`src/hw/snake_pkg.sv`:
```
`default_nettype none

package snake_pkg;

    // the core only ever sits in one of these three modes.
    typedef enum logic [1:0] {
        MENU = 2'd0,
        GAME = 2'd1,
        OVER = 2'd2
    } game_mode;

    typedef enum logic [1:0] {
        UP    = 2'd0,
        DOWN  = 2'd1,
        LEFT  = 2'd2,
        RIGHT = 2'd3
    } direction;

    localparam int COORD_W = 5;
    localparam int SCORE_W = 8;

    // board size in tiles, border included.
    localparam int DEF_MAP_WIDTH  = 32;
    localparam int DEF_MAP_HEIGHT = 24;

    // one step of the food LFSR on a single coordinate.
    // the top bit wraps into bit 0 and is also folded into bit 1.
    function automatic logic [COORD_W-1:0] lfsr_next(logic [COORD_W-1:0] value);
        logic [COORD_W-1:0] shifted;
        shifted    = {value[COORD_W-2:0], value[COORD_W-1]};
        shifted[1] = shifted[1] ^ value[COORD_W-1];
        return shifted;
    endfunction

endpackage

`default_nettype wire
```
`src/hw/snake_core.sv`:
```
`timescale 1ns/1ps
`default_nettype none

module snake_core import snake_pkg::*; #(
    parameter int MAP_WIDTH  = DEF_MAP_WIDTH,
    parameter int MAP_HEIGHT = DEF_MAP_HEIGHT
) (
    input  logic               clk_75,
    input  logic               colision,
    input  logic               start,
    input  logic               step,
    input  logic [3:0]         btn1,
    input  logic [3:0]         btn2,
    input  logic [COORD_W-1:0] seed_x_in,
    input  logic [COORD_W-1:0] seed_y_in,
    output game_mode           mode,
    output logic [COORD_W-1:0] seed_x_out,
    output logic [COORD_W-1:0] seed_y_out,
    output logic               seed_rdy,
    output logic [COORD_W-1:0] head1_x,
    output logic [COORD_W-1:0] head1_y,
    output logic [COORD_W-1:0] head2_x,
    output logic [COORD_W-1:0] head2_y,
    output logic [COORD_W-1:0] point_x,
    output logic [COORD_W-1:0] point_y,
    output logic [SCORE_W-1:0] score1,
    output logic [SCORE_W-1:0] score2
);

    direction heading1;
    direction heading2;
    logic     restart;
    logic     ate1;
    logic     ate2;
    logic     wall_hit1;
    logic     wall_hit2;

    direction_decoder decoder1_inst (
        .clk_75   (clk_75),
        .colision (colision),
        .btn      (btn1),
        .restart  (restart),
        .heading  (heading1)
    );

    direction_decoder decoder2_inst (
        .clk_75   (clk_75),
        .colision (colision),
        .btn      (btn2),
        .restart  (restart),
        .heading  (heading2)
    );

    // player 1 starts on the left half of the board, player 2 on the right.
    snake_mover #(
        .MAP_WIDTH  (MAP_WIDTH),
        .MAP_HEIGHT (MAP_HEIGHT),
        .START_X    (8),
        .START_Y    (12)
    ) mover1_inst (
        .clk_75   (clk_75),
        .colision (colision),
        .mode     (mode),
        .restart  (restart),
        .step     (step),
        .heading  (heading1),
        .point_x  (point_x),
        .point_y  (point_y),
        .head_x   (head1_x),
        .head_y   (head1_y),
        .ate      (ate1),
        .wall_hit (wall_hit1)
    );

    snake_mover #(
        .MAP_WIDTH  (MAP_WIDTH),
        .MAP_HEIGHT (MAP_HEIGHT),
        .START_X    (23),
        .START_Y    (12)
    ) mover2_inst (
        .clk_75   (clk_75),
        .colision (colision),
        .mode     (mode),
        .restart  (restart),
        .step     (step),
        .heading  (heading2),
        .point_x  (point_x),
        .point_y  (point_y),
        .head_x   (head2_x),
        .head_y   (head2_y),
        .ate      (ate2),
        .wall_hit (wall_hit2)
    );

    point_generator #(
        .MAP_WIDTH  (MAP_WIDTH),
        .MAP_HEIGHT (MAP_HEIGHT)
    ) point_generator_inst (
        .clk_75     (clk_75),
        .colision   (colision),
        .mode       (mode),
        .seed_x_in  (seed_x_in),
        .seed_y_in  (seed_y_in),
        .ate1       (ate1),
        .ate2       (ate2),
        .seed_x_out (seed_x_out),
        .seed_y_out (seed_y_out),
        .seed_rdy   (seed_rdy),
        .point_x    (point_x),
        .point_y    (point_y)
    );

    game_state game_state_inst (
        .clk_75    (clk_75),
        .colision  (colision),
        .start     (start),
        .step      (step),
        .ate1      (ate1),
        .ate2      (ate2),
        .wall_hit1 (wall_hit1),
        .wall_hit2 (wall_hit2),
        .head1_x   (head1_x),
        .head1_y   (head1_y),
        .head2_x   (head2_x),
        .head2_y   (head2_y),
        .mode      (mode),
        .restart   (restart),
        .score1    (score1),
        .score2    (score2)
    );

endmodule

`default_nettype wire

```
`src/hw/game_state.sv`:
```
`timescale 1ns/1ps
`default_nettype none

module game_state import snake_pkg::*; (
    input  logic               clk_75,
    input  logic               colision,
    input  logic               start,
    input  logic               step,
    input  logic               ate1,
    input  logic               ate2,
    input  logic               wall_hit1,
    input  logic               wall_hit2,
    input  logic [COORD_W-1:0] head1_x,
    input  logic [COORD_W-1:0] head1_y,
    input  logic [COORD_W-1:0] head2_x,
    input  logic [COORD_W-1:0] head2_y,
    output game_mode           mode,
    output logic               restart,
    output logic [SCORE_W-1:0] score1,
    output logic [SCORE_W-1:0] score2
);

    logic step_d;
    logic head_clash;
    logic game_start;

    function automatic logic [SCORE_W-1:0] bump(logic [SCORE_W-1:0] score);
        return (&score) ? score : score + 1'b1;
    endfunction

    // heads carry their new value in the cycle after step.
    assign head_clash = step_d && (head1_x == head2_x) && (head1_y == head2_y);
    assign game_start = (mode == MENU) && start;

    always_ff @(posedge clk_75 or posedge colision) begin
        if (colision) begin
            step_d <= 1'b0;
        end else begin
            step_d <= step;
        end
    end

    always_ff @(posedge clk_75 or posedge colision) begin
        if (colision) begin
            mode    <= MENU;
            restart <= 1'b0;
        end else begin
            restart <= game_start;
            case (mode)
                MENU: if (start) mode <= GAME;
                GAME: if (wall_hit1 || wall_hit2 || head_clash) mode <= OVER;
                default: if (start) mode <= MENU;
            endcase
        end
    end

    always_ff @(posedge clk_75 or posedge colision) begin
        if (colision) begin
            score1 <= '0;
            score2 <= '0;
        end else if (game_start) begin
            score1 <= '0;
            score2 <= '0;
        end else begin
            if (ate1) score1 <= bump(score1);
            if (ate2) score2 <= bump(score2);
        end
    end

endmodule

`default_nettype wire

```
`src/hw/point_generator.sv`:
```
`timescale 1ns/1ps
`default_nettype none

module point_generator import snake_pkg::*; #(
    parameter int MAP_WIDTH  = DEF_MAP_WIDTH,
    parameter int MAP_HEIGHT = DEF_MAP_HEIGHT
) (
    input  logic               clk_75,
    input  logic               colision,
    input  game_mode           mode,
    input  logic [COORD_W-1:0] seed_x_in,
    input  logic [COORD_W-1:0] seed_y_in,
    input  logic               ate1,
    input  logic               ate2,
    output logic [COORD_W-1:0] seed_x_out,
    output logic [COORD_W-1:0] seed_y_out,
    output logic               seed_rdy,
    output logic [COORD_W-1:0] point_x,
    output logic [COORD_W-1:0] point_y
);

    // the playable span excludes the two border tiles.
    localparam int SPAN_X = MAP_WIDTH - 2;
    localparam int SPAN_Y = MAP_HEIGHT - 2;

    localparam logic [COORD_W-1:0] SEED_X_LAST = COORD_W'(30);
    localparam logic [COORD_W-1:0] SEED_Y_LAST = COORD_W'(22);

    logic [COORD_W-1:0] seed_x;
    logic [COORD_W-1:0] seed_y;
    game_mode           mode_prev;
    logic               game_entry;
    logic               eaten;

    // folds a value into the playable range 1 .. span.
    function automatic logic [COORD_W-1:0] place(logic [COORD_W:0] value, int span);
        logic [COORD_W:0] folded;
        folded = value % (COORD_W + 1)'(span);
        return COORD_W'(folded) + 1'b1;
    endfunction

    assign game_entry = (mode == GAME) && (mode_prev == MENU);
    assign eaten      = ate1 || ate2;

    assign seed_x_out = seed_x;
    assign seed_y_out = seed_y;

    // the seeds only run in the menu, so their value is frozen once the game starts.
    always_ff @(posedge clk_75 or posedge colision) begin
        if (colision) begin
            seed_x <= COORD_W'(1);
            seed_y <= SEED_Y_LAST;
        end else if (mode == MENU) begin
            seed_x <= (seed_x == SEED_X_LAST) ? '0 : seed_x + 1'b1;
            seed_y <= (seed_y == SEED_Y_LAST) ? '0 : seed_y + 1'b1;
        end
    end

    always_ff @(posedge clk_75 or posedge colision) begin
        if (colision) begin
            mode_prev <= MENU;
            seed_rdy  <= 1'b0;
        end else begin
            mode_prev <= mode;
            seed_rdy  <= game_entry;
        end
    end

    // a simultaneous eat by both players still costs only one LFSR step.
    always_ff @(posedge clk_75 or posedge colision) begin
        if (colision) begin
            point_x <= '0;
            point_y <= '0;
        end else if (game_entry) begin
            point_x <= place({1'b0, seed_x} + {1'b0, seed_x_in}, SPAN_X);
            point_y <= place({1'b0, seed_y} + {1'b0, seed_y_in}, SPAN_Y);
        end else if (eaten) begin
            point_x <= place({1'b0, lfsr_next(point_x)}, SPAN_X);
            point_y <= place({1'b0, lfsr_next(point_y)}, SPAN_Y);
        end
    end

endmodule

`default_nettype wire

```
`src/hw/snake_mover.sv`:
```
`timescale 1ns/1ps
`default_nettype none

module snake_mover import snake_pkg::*; #(
    parameter int MAP_WIDTH  = DEF_MAP_WIDTH,
    parameter int MAP_HEIGHT = DEF_MAP_HEIGHT,
    parameter int START_X    = 8,
    parameter int START_Y    = 12
) (
    input  logic               clk_75,
    input  logic               colision,
    input  game_mode           mode,
    input  logic               restart,
    input  logic               step,
    input  direction           heading,
    input  logic [COORD_W-1:0] point_x,
    input  logic [COORD_W-1:0] point_y,
    output logic [COORD_W-1:0] head_x,
    output logic [COORD_W-1:0] head_y,
    output logic               ate,
    output logic               wall_hit
);

    localparam logic [COORD_W-1:0] HOME_X = COORD_W'(START_X);
    localparam logic [COORD_W-1:0] HOME_Y = COORD_W'(START_Y);
    localparam logic [COORD_W-1:0] LAST_X = COORD_W'(MAP_WIDTH - 1);
    localparam logic [COORD_W-1:0] LAST_Y = COORD_W'(MAP_HEIGHT - 1);

    logic [COORD_W-1:0] next_x;
    logic [COORD_W-1:0] next_y;
    logic               advance;
    logic               point_valid;
    logic               next_on_point;
    logic               next_on_wall;

    always_comb begin
        next_x = head_x;
        next_y = head_y;
        case (heading)
            UP:      next_y = head_y - 1'b1;
            DOWN:    next_y = head_y + 1'b1;
            LEFT:    next_x = head_x - 1'b1;
            default: next_x = head_x + 1'b1;
        endcase
    end

    assign advance = step && (mode == GAME) && !restart;

    // a point at 0,0 means none has been placed yet.
    assign point_valid   = (point_x != '0) || (point_y != '0);
    assign next_on_point = point_valid && (next_x == point_x) && (next_y == point_y);

    assign next_on_wall = (next_x == '0) || (next_x == LAST_X) ||
                          (next_y == '0) || (next_y == LAST_Y);

    always_ff @(posedge clk_75 or posedge colision) begin
        if (colision) begin
            head_x <= HOME_X;
            head_y <= HOME_Y;
        end else if (restart) begin
            head_x <= HOME_X;
            head_y <= HOME_Y;
        end else if (advance) begin
            head_x <= next_x;
            head_y <= next_y;
        end
    end

    // both flags line up with the cycle in which the new head shows.
    always_ff @(posedge clk_75 or posedge colision) begin
        if (colision) begin
            ate      <= 1'b0;
            wall_hit <= 1'b0;
        end else begin
            ate      <= advance && next_on_point;
            wall_hit <= advance && next_on_wall;
        end
    end

endmodule

`default_nettype wire

```
`src/hw/direction_decoder.sv`:
```
`timescale 1ns/1ps
`default_nettype none

// btn bit 0 is up, bit 1 down, bit 2 left and bit 3 right.
module direction_decoder import snake_pkg::*; (
    input  logic       clk_75,
    input  logic       colision,
    input  logic [3:0] btn,
    input  logic       restart,
    output direction   heading
);

    direction requested;
    logic     one_hot;
    logic     accept;

    function automatic direction opposite(direction dir);
        case (dir)
            UP:      return DOWN;
            DOWN:    return UP;
            LEFT:    return RIGHT;
            default: return LEFT;
        endcase
    endfunction

    always_comb begin
        one_hot = 1'b1;
        case (btn)
            4'b0001: requested = UP;
            4'b0010: requested = DOWN;
            4'b0100: requested = LEFT;
            4'b1000: requested = RIGHT;
            default: begin
                requested = heading;
                one_hot   = 1'b0;
            end
        endcase
    end

    // a snake may not turn straight back into itself.
    assign accept = one_hot && (requested != opposite(heading));

    always_ff @(posedge clk_75 or posedge colision) begin
        if (colision) begin
            heading <= UP;
        end else if (restart) begin
            heading <= UP;
        end else if (accept) begin
            heading <= requested;
        end
    end

endmodule

`default_nettype wire

```
`config.mk`:
```
export PLATFORM = sky130hd
export DESIGN_NAME = snake_core
export DESIGN_NICKNAME = d
export VERILOG_FILES = /design/src/hw/snake_pkg.sv /design/src/hw/snake_core.sv /design/src/hw/game_state.sv /design/src/hw/point_generator.sv /design/src/hw/snake_mover.sv /design/src/hw/direction_decoder.sv
export SDC_FILE = /design/constraint.sdc
export NUM_CORES = 1
export LEC_CHECK = 0
export BUFFER_PORTS_ARGS = -buffer_cell sky130_fd_sc_hd__buf_2
export CAP_MARGIN = 0
export CORE_MARGIN = 4
export CORE_UTILIZATION = 40
export CTS_BUF_LIST = sky130_fd_sc_hd__clkbuf_8
export CTS_CLUSTER_DIAMETER = 150
export DETAILED_ROUTE_END_ITERATION = 10
export SLEW_MARGIN = 20
export SYNTH_ARGS = -nofsm -noshare
export SYNTH_HDL_FRONTEND = slang
export SYNTH_SLANG_ARGS = --single-unit
```
`constraint.sdc`:
```
create_clock -name clk_75 -period 9.2 [get_ports clk_75]
set_input_delay 0.46 -clock clk_75 [delete_from_list [all_inputs] [get_ports clk_75]]
set_output_delay 0.46 -clock clk_75 [all_outputs]
set_load 0.03 [all_outputs]
```
=== Yosys cells after proc, flatten, opt, wreduce, memory -nomap -nowiden ===
Cells that the tools add are included.
Widths: inputs -> output; s select.

* Add/subtract/negate cells: 18
* Div/mod/pow operators: 4
* Equal/unequal tests: 31
* Muxes and demuxes: 38
* Bitwise operators: 2
* Reductions and logical operators: 53

{| class="wikitable"
|+ Operator list
! cell !! count
|-
| $mux 5 || 14
|-
| $add 5x1->5 const B || 10
|-
| $mux 8 || 6
|-
| $pmux 5 s2 || 4
|-
| $eq 5x5->1 || 6
|-
| $eq 5x5->1 const B || 6
|-
| $logic_not 5->1 || 4
|-
| $sub 5x1->5 const B || 4
|-
| $add 8x1->8 const B || 2
|-
| $logic_and 1x1->1 || 16
|-
| $pmux 2 s4 || 2
|-
| $reduce_and 8->1 || 2
|-
| $mux 2 || 7
|-
| $reduce_bool 2->1 || 7
|-
| $add 5x5->6 || 2
|-
| $mod 5x5->6 const B || 2
|-
| $mod 6x5->6 const B || 2
|-
| $pmux 2 s3 || 2
|-
| $logic_or 1x1->1 || 10
|-
| $reduce_bool 5->1 || 2
|-
| $eq 4x1->1 const B || 2
|-
| $eq 4x2->1 const B || 2
|-
| $eq 4x3->1 const B || 2
|-
| $eq 4x4->1 const B || 2
|-
| other kinds (14) || 28
|}

* Flip-flop bits (word level): 71
* Input bits: 22

=== Longest topological paths before layout ===
Gate-level depths: netlist (run 1).

* Word-level depth: 8
* Depth in mapped cells: 15
* Depth with buffers taken out: 15

=== Modules after synthesis ===
A second synthesis (run 1) with hierarchy kept.

* Cell total of the unflattened synthesis: 685
* Area total of the unflattened synthesis: 6133.4 um^2

{| class="wikitable"
|+ By module, submodules not included
! module !! instances !! cells an instance !! area each (um^2) !! sequential area each (um^2)
|-
| point_generator || 1 || 266 || 2357.3 || 580.6
|-
| snake_mover at mover2_inst || 1 || 138 || 1218.7 || 307.8
|-
| snake_mover at mover1_inst || 1 || 134 || 1142.3 || 304.0
|-
| game_state || 1 || 109 || 1094.8 || 500.5
|-
| direction_decoder || 2 || 19 || 160.2 || 50.0
|}

=== Least setup slack after synthesis (run 1) ===
Ideal clock, no wire load.

* Path kind: reg2reg
* From: register point_generator_inst.seed_y[1] (netlist: point_generator_inst.seed_y_out[1])
* To: register point_generator_inst.point_y[4]
* Library setup time: 0.083 ns
* Arrival time: 3.349 ns
* Data required time: 9.117 ns
* Path slack: 5.769 ns
* Stages on the path, launching flop included: 14
* Buffers on the path: 0
* Cells stage by stage: dfstp_2 ha_1 a211oi_1 nor3b_1 o31ai_2 nor2_1 o21a_1 or2_2 ha_1 a2111oi_0 a2111o_1 a2bb2oi_2 xor2_1 o21ai_0

* Cells in the longest elaborated chain, start to end: 4

{| class="wikitable"
|+ RTL lines
! item !! line !! text
|-
| from (decl) || point_generator.sv:30 || <nowiki>logic [COORD_W-1:0] seed_y;</nowiki>
|-
| from (signal assigned) || point_generator.sv:55 || <nowiki>seed_y <= (seed_y == SEED_Y_LAST) ? '0 : seed_y + 1'b1;</nowiki>
|-
| $add 5x5->6 || point_generator.sv:76 || <nowiki>point_y <= place({1'b0, seed_y} + {1'b0, seed_y_in}, SPAN_Y);</nowiki>
|-
| $mod 6x5->6 || point_generator.sv:38 || <nowiki>folded = value % (COORD_W + 1)'(span);</nowiki>
|-
| $add 5x1->5 || point_generator.sv:39 || <nowiki>return COORD_W'(folded) + 1'b1;</nowiki>
|-
| $mux 5 || point_generator.sv:74 || <nowiki>end else if (game_entry) begin</nowiki>
|-
| to (signal assigned) || point_generator.sv:76 ||
|-
| to (signal assigned) || point_generator.sv:79 || <nowiki>point_y <= place({1'b0, lfsr_next(point_y)}, SPAN_Y);</nowiki>
|-
| to (decl) || point_generator.sv:19 || <nowiki>output logic [COORD_W-1:0] point_y</nowiki>
|}

Every way passes these cells.
A chain may end at the register's enable or synchronous reset.

=== Worst setup path in the final report (run 1) ===
Same ends and word-level chain as after synthesis.

==> summary.txt, run 1 <==
CP max FO -> 11
Clk sinks -> 71
Min-Delay Path Class -> input pin to flip-flop
Total track usage -> 18.6%
I/O Pins -> 81
H-tree levels -> 3
Most common cell after layout, fill and taps aside -> buf_2
Via count -> 4902
Switching part of the total -> 51.8%
Crit Path Category -> flip-flop to flip-flop
Clock power share -> 10.0%
Max Clock Freq -> 251 MHz
CP Data Arrival Time -> 4270 ps
Max-cap violations -> 0
Routability cong. -> 0.869
Sequential share of the synthesized area -> 32.6%
Largest cells by area after synthesis -> dfrtp_1 (26%), ha_1 (7.3%), xnor2_1 (7.2%)
Antenna Cells -> 0
Resized Gates After CTS -> 0
Std-Cell Rows -> 42
CORE AREA -> 13300 um^2
Switching pwr -> 1350 uW
CTS tree -> yes
CTS Root Cell -> clkbuf_8
Part of the cycle the worst path needs -> 43.3%
Initial antenna violation count -> 0
Post-DP Area -> 5980 um^2
Gate Count Post-Synth -> 637
Width of the die -> 125 um
Worst-path cell chain -> ha_1, a211oi_1, nor3b_1, o31ai_1, nor3_1, or2_2, ha_1, a2111oi_0, a2111o_1, a2bb2oi_2, xor2_1, o21ai_0
CP top delay family -> compound AO/OA/AOI/OAI gates
Post-DP HPWL -> 10700 um
Hold Buf Count CTS -> 0
Power Density -> 422 nW/um^2
Later-pin clock latency in the skew report -> 370 ps
Commonest cells after routing, fill and taps aside -> buf_2 (80), nor2_1 (73), dfrtp_1 (58), nand2_1 (54), xnor2_1 (45)
Logic pwr share -> 64.3%
Sequential Power Share -> 25.7%
Final Hold Viols -> 0
First-pass GRT wire length -> 23900 um
Syn_area_per_cell -> 8.62 um^2
Vias per std cell -> 5.58
Post-Place Cells -> 863
Minimum clock period -> 3990 ps
Wire per inst -> 16.5 um
Initial Utilization -> 41.1%
Routing usage on met1 -> 23.0%
Critical path's most frequent cell -> ha_1
Final wirelength -> 14500 um
Final setup fails -> 0
EDFF count, synth -> 0
Final clock skew -> 6.59 ps
GR peak layer -> met2
Top-area cell type share of the netlist area -> 26.4%
Slew margin rel. -> 29.1%
CP startpoint kind -> flip-flop
First drt pass iteration count -> 4
Final ANT Viol Nets -> 0
Share of cells above drive strength 1 -> 18.3%
Mapped Nets -> 697
Worst IR drop on VDD -> 207 uV
Dominant cell type by area after synthesis -> dfrtp_1
Netlist cell types -> 70
Fin nets -> 758
GRT met3 Usage -> 3.75%
Setup ws final -> 5210 ps
Int Power -> 1260 uW
GRT overflow -> 0
Outcome -> finished, final reports clean
Clk slew on worst S/H paths -> 70 ps
Max incr delay on CP -> 870 ps
Post-CTS Setup Inserts -> 0
R2r setup slk -> 5210 ps
Setup WS pre-CTS -> 5220 ps
TritonCTS Buffers -> 9
Die area -> 15700 um^2
Crit end category -> flip-flop
DRC Markers -> 0
Initial DRC Count -> 268
RSZ-0062 raised after global routing -> false
Die height -> 125 um
Synth Cell Area -> 5490 um^2
Final Slew Violations -> 0
Pin count of the biggest net entering global routing -> 72
Worst path slowest cell -> o31ai_1
Met2 GRT Util -> 32.2%
Non-Filler Instances -> 879
Synth async-reset ratio -> 100%
Final hold slack -> 228 ps
Buffers added on ports -> 80
Clock Path Buffers -> 2
Yosys warns -> 0
Number of global-route vias before repair -> 4724
Actual slew at the worst max-slew pin -> 1050 ps
Seq cells post-synth -> 71
Worst Path Buf+Inv -> 0
Required time worst endpoint -> 9490 ps
Primary FF master, synth -> dfrtp_1
Setup TNS -> 0 ps
Layout area overhead -> 12.7%
Design Area, Final -> 6190 um^2
Leak Pwr -> 0.00283 uW
==> worst paths after layout <==
kind                                                    startpoint                                 to  cells after the start
worst min register to register             game_state_inst.mode[0]  point_generator_inst.mode_prev[0]                      0
worst min-delay path                                          step             game_state_inst.step_d                      1
worst max register to register  point_generator_inst.seed_y_out[1]    point_generator_inst.point_y[4]                     12
min in group asynchronous                                 colision          game_state_inst.score1[0]                      3
max in group asynchronous                                 colision    point_generator_inst.point_y[4]                      3
worst max-delay path            point_generator_inst.seed_y_out[1]    point_generator_inst.point_y[4]                     12
==> stage by stage <==
stage                     util, %  power [uW]
after global routing         46.4        2850
final                        46.4        2610
after floorplan                 -        1960
after detailed placement     44.8        2350
after CTS                    46.4        2630
after global placement       44.8        2310
==> metal layers <==
metal,vias up,part of all wire [%]
met5,-,0
met2,102,50
met4,0,1.8
met1,2379,44
met3,21,4.6
li1,2400,-
==> power groups by stage <==
stage                     Sequential (uW)  Combinational (uW)  Clock, uW
after global routing                  696                1870        285
after detailed placement              676                1670          0
final                                 671                1680        262
after global placement                671                1640          0
after CTS                             671                1680        273
after floorplan                       722                1240          0
==> state kept, by name, summed over array words and instances (netlist names), 2 cells and up <==
signal,flops
point_generator_inst.mode_prev,2
mover1_inst.head_x,5
decoder2_inst.heading,2
game_state_inst.score2,8
mover2_inst.head_y,5
mover2_inst.head_x,5
game_state_inst.mode,2
point_generator_inst.seed_x_out,5
decoder1_inst.heading,2
point_generator_inst.point_y,5
game_state_inst.score1,8
point_generator_inst.seed_y_out,5
mover1_inst.head_y,5
point_generator_inst.point_x,5
==> cells in the mapped netlist (3+ instances only) <==
cell type and count:
nor2_1 73, dfrtp_1 58, nand2_1 54, xnor2_1 45, a21oi_1 38, o21ai_0 36, ha_1 32, clkbuf_1 24
xor2_1 24, nor3_1 20, inv_1 19, nand3_1 15, nand4_1 15, or3_1 15, dfstp_2 13, a211oi_1 12
mux2i_1 10, and3_1 9, a211o_1 8, a21o_1 8, nand2b_1 7, a31oi_1 6, fa_1 6, nor4_1 6
o21a_1 6, and2_1 5, nor2b_1 5, o31ai_1 5, o211ai_1 4, a2111oi_0 3, and4_1 3, buf_6 3
==> worst register-to-register path, delay by kind of cell (launching register included) <==
family	cells	cell delay [ps]
AO/OA/AOI/OAI	6	2020
AND/OR/NAND/NOR	3	640
flip-flops	1	600
adder cells (fa/ha/maj)	2	480
XOR/XNOR	1	150
==> cell type report <==
cell class / instances / area [um^2]
Clock inverter: 5 / 57.6
Fill cell: 1348 / 7160
Inverter: 20 / 75.1
Multi-Input combinational cell: 514 / 3480
Clock buffer: 11 / 151
Sequential cell: 71 / 1790
Timing Repair Buffer: 82 / 415
Tap cell: 176 / 220
==> cell families after synthesis <==
group	Yosys count	synth area share [%]
XOR/XNOR	69	11.0
flip-flops	71	32.6
buffers and inverters	52	4.03
multiplexers	10	1.82
AND/OR/NAND/NOR	242	21.8
adder cells (fa/ha/maj)	38	9.48
AO/OA/AOI/OAI	155	19.2
(Power assumes the default switching activity.)
==> inputs of run 2 (changes only) <==
- ABC_AREA: default -> 1
- clock period: 9.2 -> 3.7 ns (I/O delays scaled with it)
==> summary.txt, run 2 <==
Outcome -> finished, final reports clean
Switching part of the total -> 54.9% (+3.1 points)
Most common cell after layout, fill and taps aside -> nand2_1
Minimum clock period -> 2980 ps (-1000 ps)
Leak Pwr -> 0.00320 uW (+13%)
Number of global-route vias before repair -> 5055 (+7.0%)
Filler Cells Inserted -> 1335 (-0.96%)
Final setup fails -> 0 (unchanged)
Syn_area_per_cell -> 7.33 um^2 (-15%)
CTS tree -> yes
Final Slew Violations -> 0 (unchanged)
CP Data Arrival Time -> 3240 ps (-1030 ps)
Buffers added on ports -> 80 (unchanged)
Setup TNS -> 0 ps (unchanged)
Worst IR drop on VDD -> 453 uV (+120%)
Synth async-reset ratio -> 100% (unchanged)
Largest regs -> game_state_inst.score1: 8 flops, game_state_inst.score2: 8 flops
Final core utilization -> 46.9% (+0.51 points)
Critical path's most frequent cell -> nand2_1
Final clock skew -> 10.5 ps (+3.88 ps)
Later-pin clock latency in the skew report -> 370 ps (about the same)
Via count -> 5326 (+8.6%)
Clock Path Buffers -> 2 (unchanged)
Logic pwr share -> 65.4% (+1.1 points)
Primary FF master, synth -> dfrtp_1
Part of the cycle the worst path needs -> 80.6% (+37 points)
Pin count of the biggest net entering global routing -> 49 (-32%)
CORE AREA -> 13300 um^2 (-0.39%)
Sequential share of the synthesized area -> 32.9% (+0.26 points)
Clock power share -> 9.9% (about the same)
Yosys warns -> 0 (unchanged)
CP max FO -> 5 (-6)
Die area -> 15600 um^2 (-0.75%)
Max incr delay on CP -> 570 ps (-300 ps)
Crit path launch -> point_generator_inst.seed_x_out[0]
Initial Utilization -> 41.0% (-0.17 points)
R2r setup slk -> 720 ps (-4500 ps)
Layout area overhead -> 14.4%
Antenna Cells -> 0 (unchanged)
Largest cells by area after synthesis -> dfrtp_1 (27%), nand2_1 (10%), inv_1 (8.3%)
Gate Count Post-Synth -> 743 (+17%)
Mapped Nets -> 803 (+15%)
I/O Pins -> 81 (unchanged)
Power, Total -> 5810 uW (+120%)
Initial DRC Count -> 341 (+27%)
Synth cell count leaders -> nand2_1 (146), inv_1 (121), o21ai_0 (63)
Clk sinks -> 71 (unchanged)
First drt pass iteration count -> 5 (+1)
H-tree levels -> 3 (unchanged)
Multi-input gate area -> 3100 um^2 (-11%)
CTS Root Cell -> clkbuf_8
Max Clock Freq -> 335 MHz (+34%)
Routability cong. -> 0.883 (+1.7%)
First-pass GRT wire length -> 24300 um (+1.6%)
Total track usage -> 18.8% (+0.25 points)
Top-area cell type share of the netlist area -> 26.6% (+0.21 points)
Final Hold Viols -> 0 (unchanged)
Clk slew on worst S/H paths -> 70 ps (about the same)
GRT overflow -> 0 (unchanged)
Post-DP HPWL -> 11300 um (+4.9%)
Crit end category -> flip-flop
Fin nets -> 888 (+17%)
Seq cells post-synth -> 71 (unchanged)
Switching pwr -> 3190 uW (+140%)
Worst-path cell chain -> ha_1, inv_1, fa_1, inv_1, nand2_1, nand2_1, nand2_1, nand3b_1, nand2_1, a21oi_2, nand4_2, nand2_1, inv_1, ha_1, inv_1, nand2_1, nand3b_2, nor2_1, nand2_1, nand3_1, nand2_1
Min-Delay Path Class -> input pin to flip-flop
Final wirelength -> 14400 um (-0.64%)
Int Power -> 2620 uW (+110%)
Share of cells above drive strength 1 -> 18.1% (-0.22 points)
Width of the die -> 125 um (-0.38%)
Power Density -> 931 nW/um^2 (+120%)
RSZ-0062 raised after global routing -> false
Dominant cell type by area after synthesis -> dfrtp_1
Netlist cell types -> 53 (-24%)
Actual slew at the worst max-slew pin -> 657 ps (-397 ps)
Commonest cells after routing, fill and taps aside -> nand2_1 (146), inv_1 (122), buf_2 (80), o21ai_0 (63), dfrtp_1 (58)
Vias per std cell -> 5.28 (-5.3%)
Register area -> 1790 um^2 (unchanged)
Synth Cell Area -> 5450 um^2 (-0.80%)
Slew margin rel. -> 56.1% (+27 points)
HP Start -> start
Std-Cell Rows -> 42 (unchanged)
Count leader, synth -> nand2_1
TritonCTS Buffers -> 9 (unchanged)
Sequential Power Share -> 24.7% (-1.0 points)
Worst path slowest cell -> dfstp_2
Crit Path Category -> flip-flop to flip-flop
Wire per inst -> 14.3 um (-13%)
Initial antenna violation count -> 0 (unchanged)
Die height -> 125 um (-0.38%)
Max-cap violations -> 0 (unchanged)
CP startpoint kind -> flip-flop
Required time worst endpoint -> 3960 ps (-5530 ps)
DRC Markers -> 0 (unchanged)
Final ANT Viol Nets -> 0 (unchanged)
Worst R2R Start -> point_generator_inst.seed_x_out[0]
Resized Gates After CTS -> 0 (unchanged)
EDFF count, synth -> 0 (unchanged)
==> run 2: timing repair <==
action / in CTS / in global routing
hold buffers: 2 / 0
buffers inserted: 0 / 0
endpoints found under the hold margin: 20 / 0
==> run 2: metrics by stage <==
step	hold WS, ps	std cells	setup slack [ps]	cell area (um^2)
2_1_floorplan	216	743	863	5450
4_1_cts	45.8	1009	711	6230
5_1_grt	51.7	1009	386	6230
3_5_place_dp	255	991	728	6040
3_3_place_gp	256	991	871	6040
6_report	63.0	1009	717	6230
==> run 2: per-layer routing <==
metal | track usage, % | up-vias | wire, um
li1 | - | 2667 | -
met1 | 24.7 | 2500 | 6780
met2 | 30.6 | 135 | 6630
met3 | 3.73 | 24 | 645
met4 | 7.09 | 0 | 326
met5 | 0 | - | 0
==> run 2: path summary, 6_finish.rpt <==
path | end | cells after the start
worst max-delay path | point_generator_inst.point_x[4] | 21
worst min-delay path | game_state_inst.mode[1] | 2
worst max register to register | point_generator_inst.point_x[4] | 21
worst min register to register | game_state_inst.score1[4] | 1
max in group asynchronous | decoder2_inst.heading[1] | 4
min in group asynchronous | game_state_inst.score2[5] | 3
==> run 2: kinds of logic (layout without fill, tap and decap cells) <==
| logic type | Yosys count | after routing | share of synthesized area (%) |
|---|---|---|---|
| adders and majority gates | 38 | 38 | 9.55 |
| buffers and inverters | 141 | 231 | 10.1 |
| xor gates and xnor gates | 23 | 23 | 3.70 |
| DFF | 71 | 71 | 32.9 |
| AOI/OAI and AO/OA | 173 | 173 | 18.6 |
| and+or+nand+nor | 297 | 297 | 25.1 |
==> run 2: critical path, delay by kind of cell (launching register included) <==
family | cells | cell delay [ps]
AND/OR/NAND/NOR | 13 | 1040
adder cells (fa/ha/maj) | 3 | 840
flip-flops | 1 | 570
buffers and inverters | 4 | 230
AO/OA/AOI/OAI | 1 | 170
==> run 2: power groups by stage <==
stage | Sequential (uW) | Combinational, uW | Clock, uW
after global placement | 1440 | 3690 | 0
final | 1440 | 3800 | 574
after CTS | 1440 | 3800 | 588
after floorplan | 1730 | 2520 | 0
after detailed placement | 1450 | 3770 | 0
after global routing | 1490 | 4290 | 625
==> run 2: area by class of cell <==
class,instances,area share (%)
Clock buffer,11,2.43
Clock inverter,5,0.401
Inverter,128,7.75
Multi-Input combinational cell,531,49.8
Sequential cell,71,28.8
Tap cell,176,3.53
Timing Repair Buffer,87,7.35
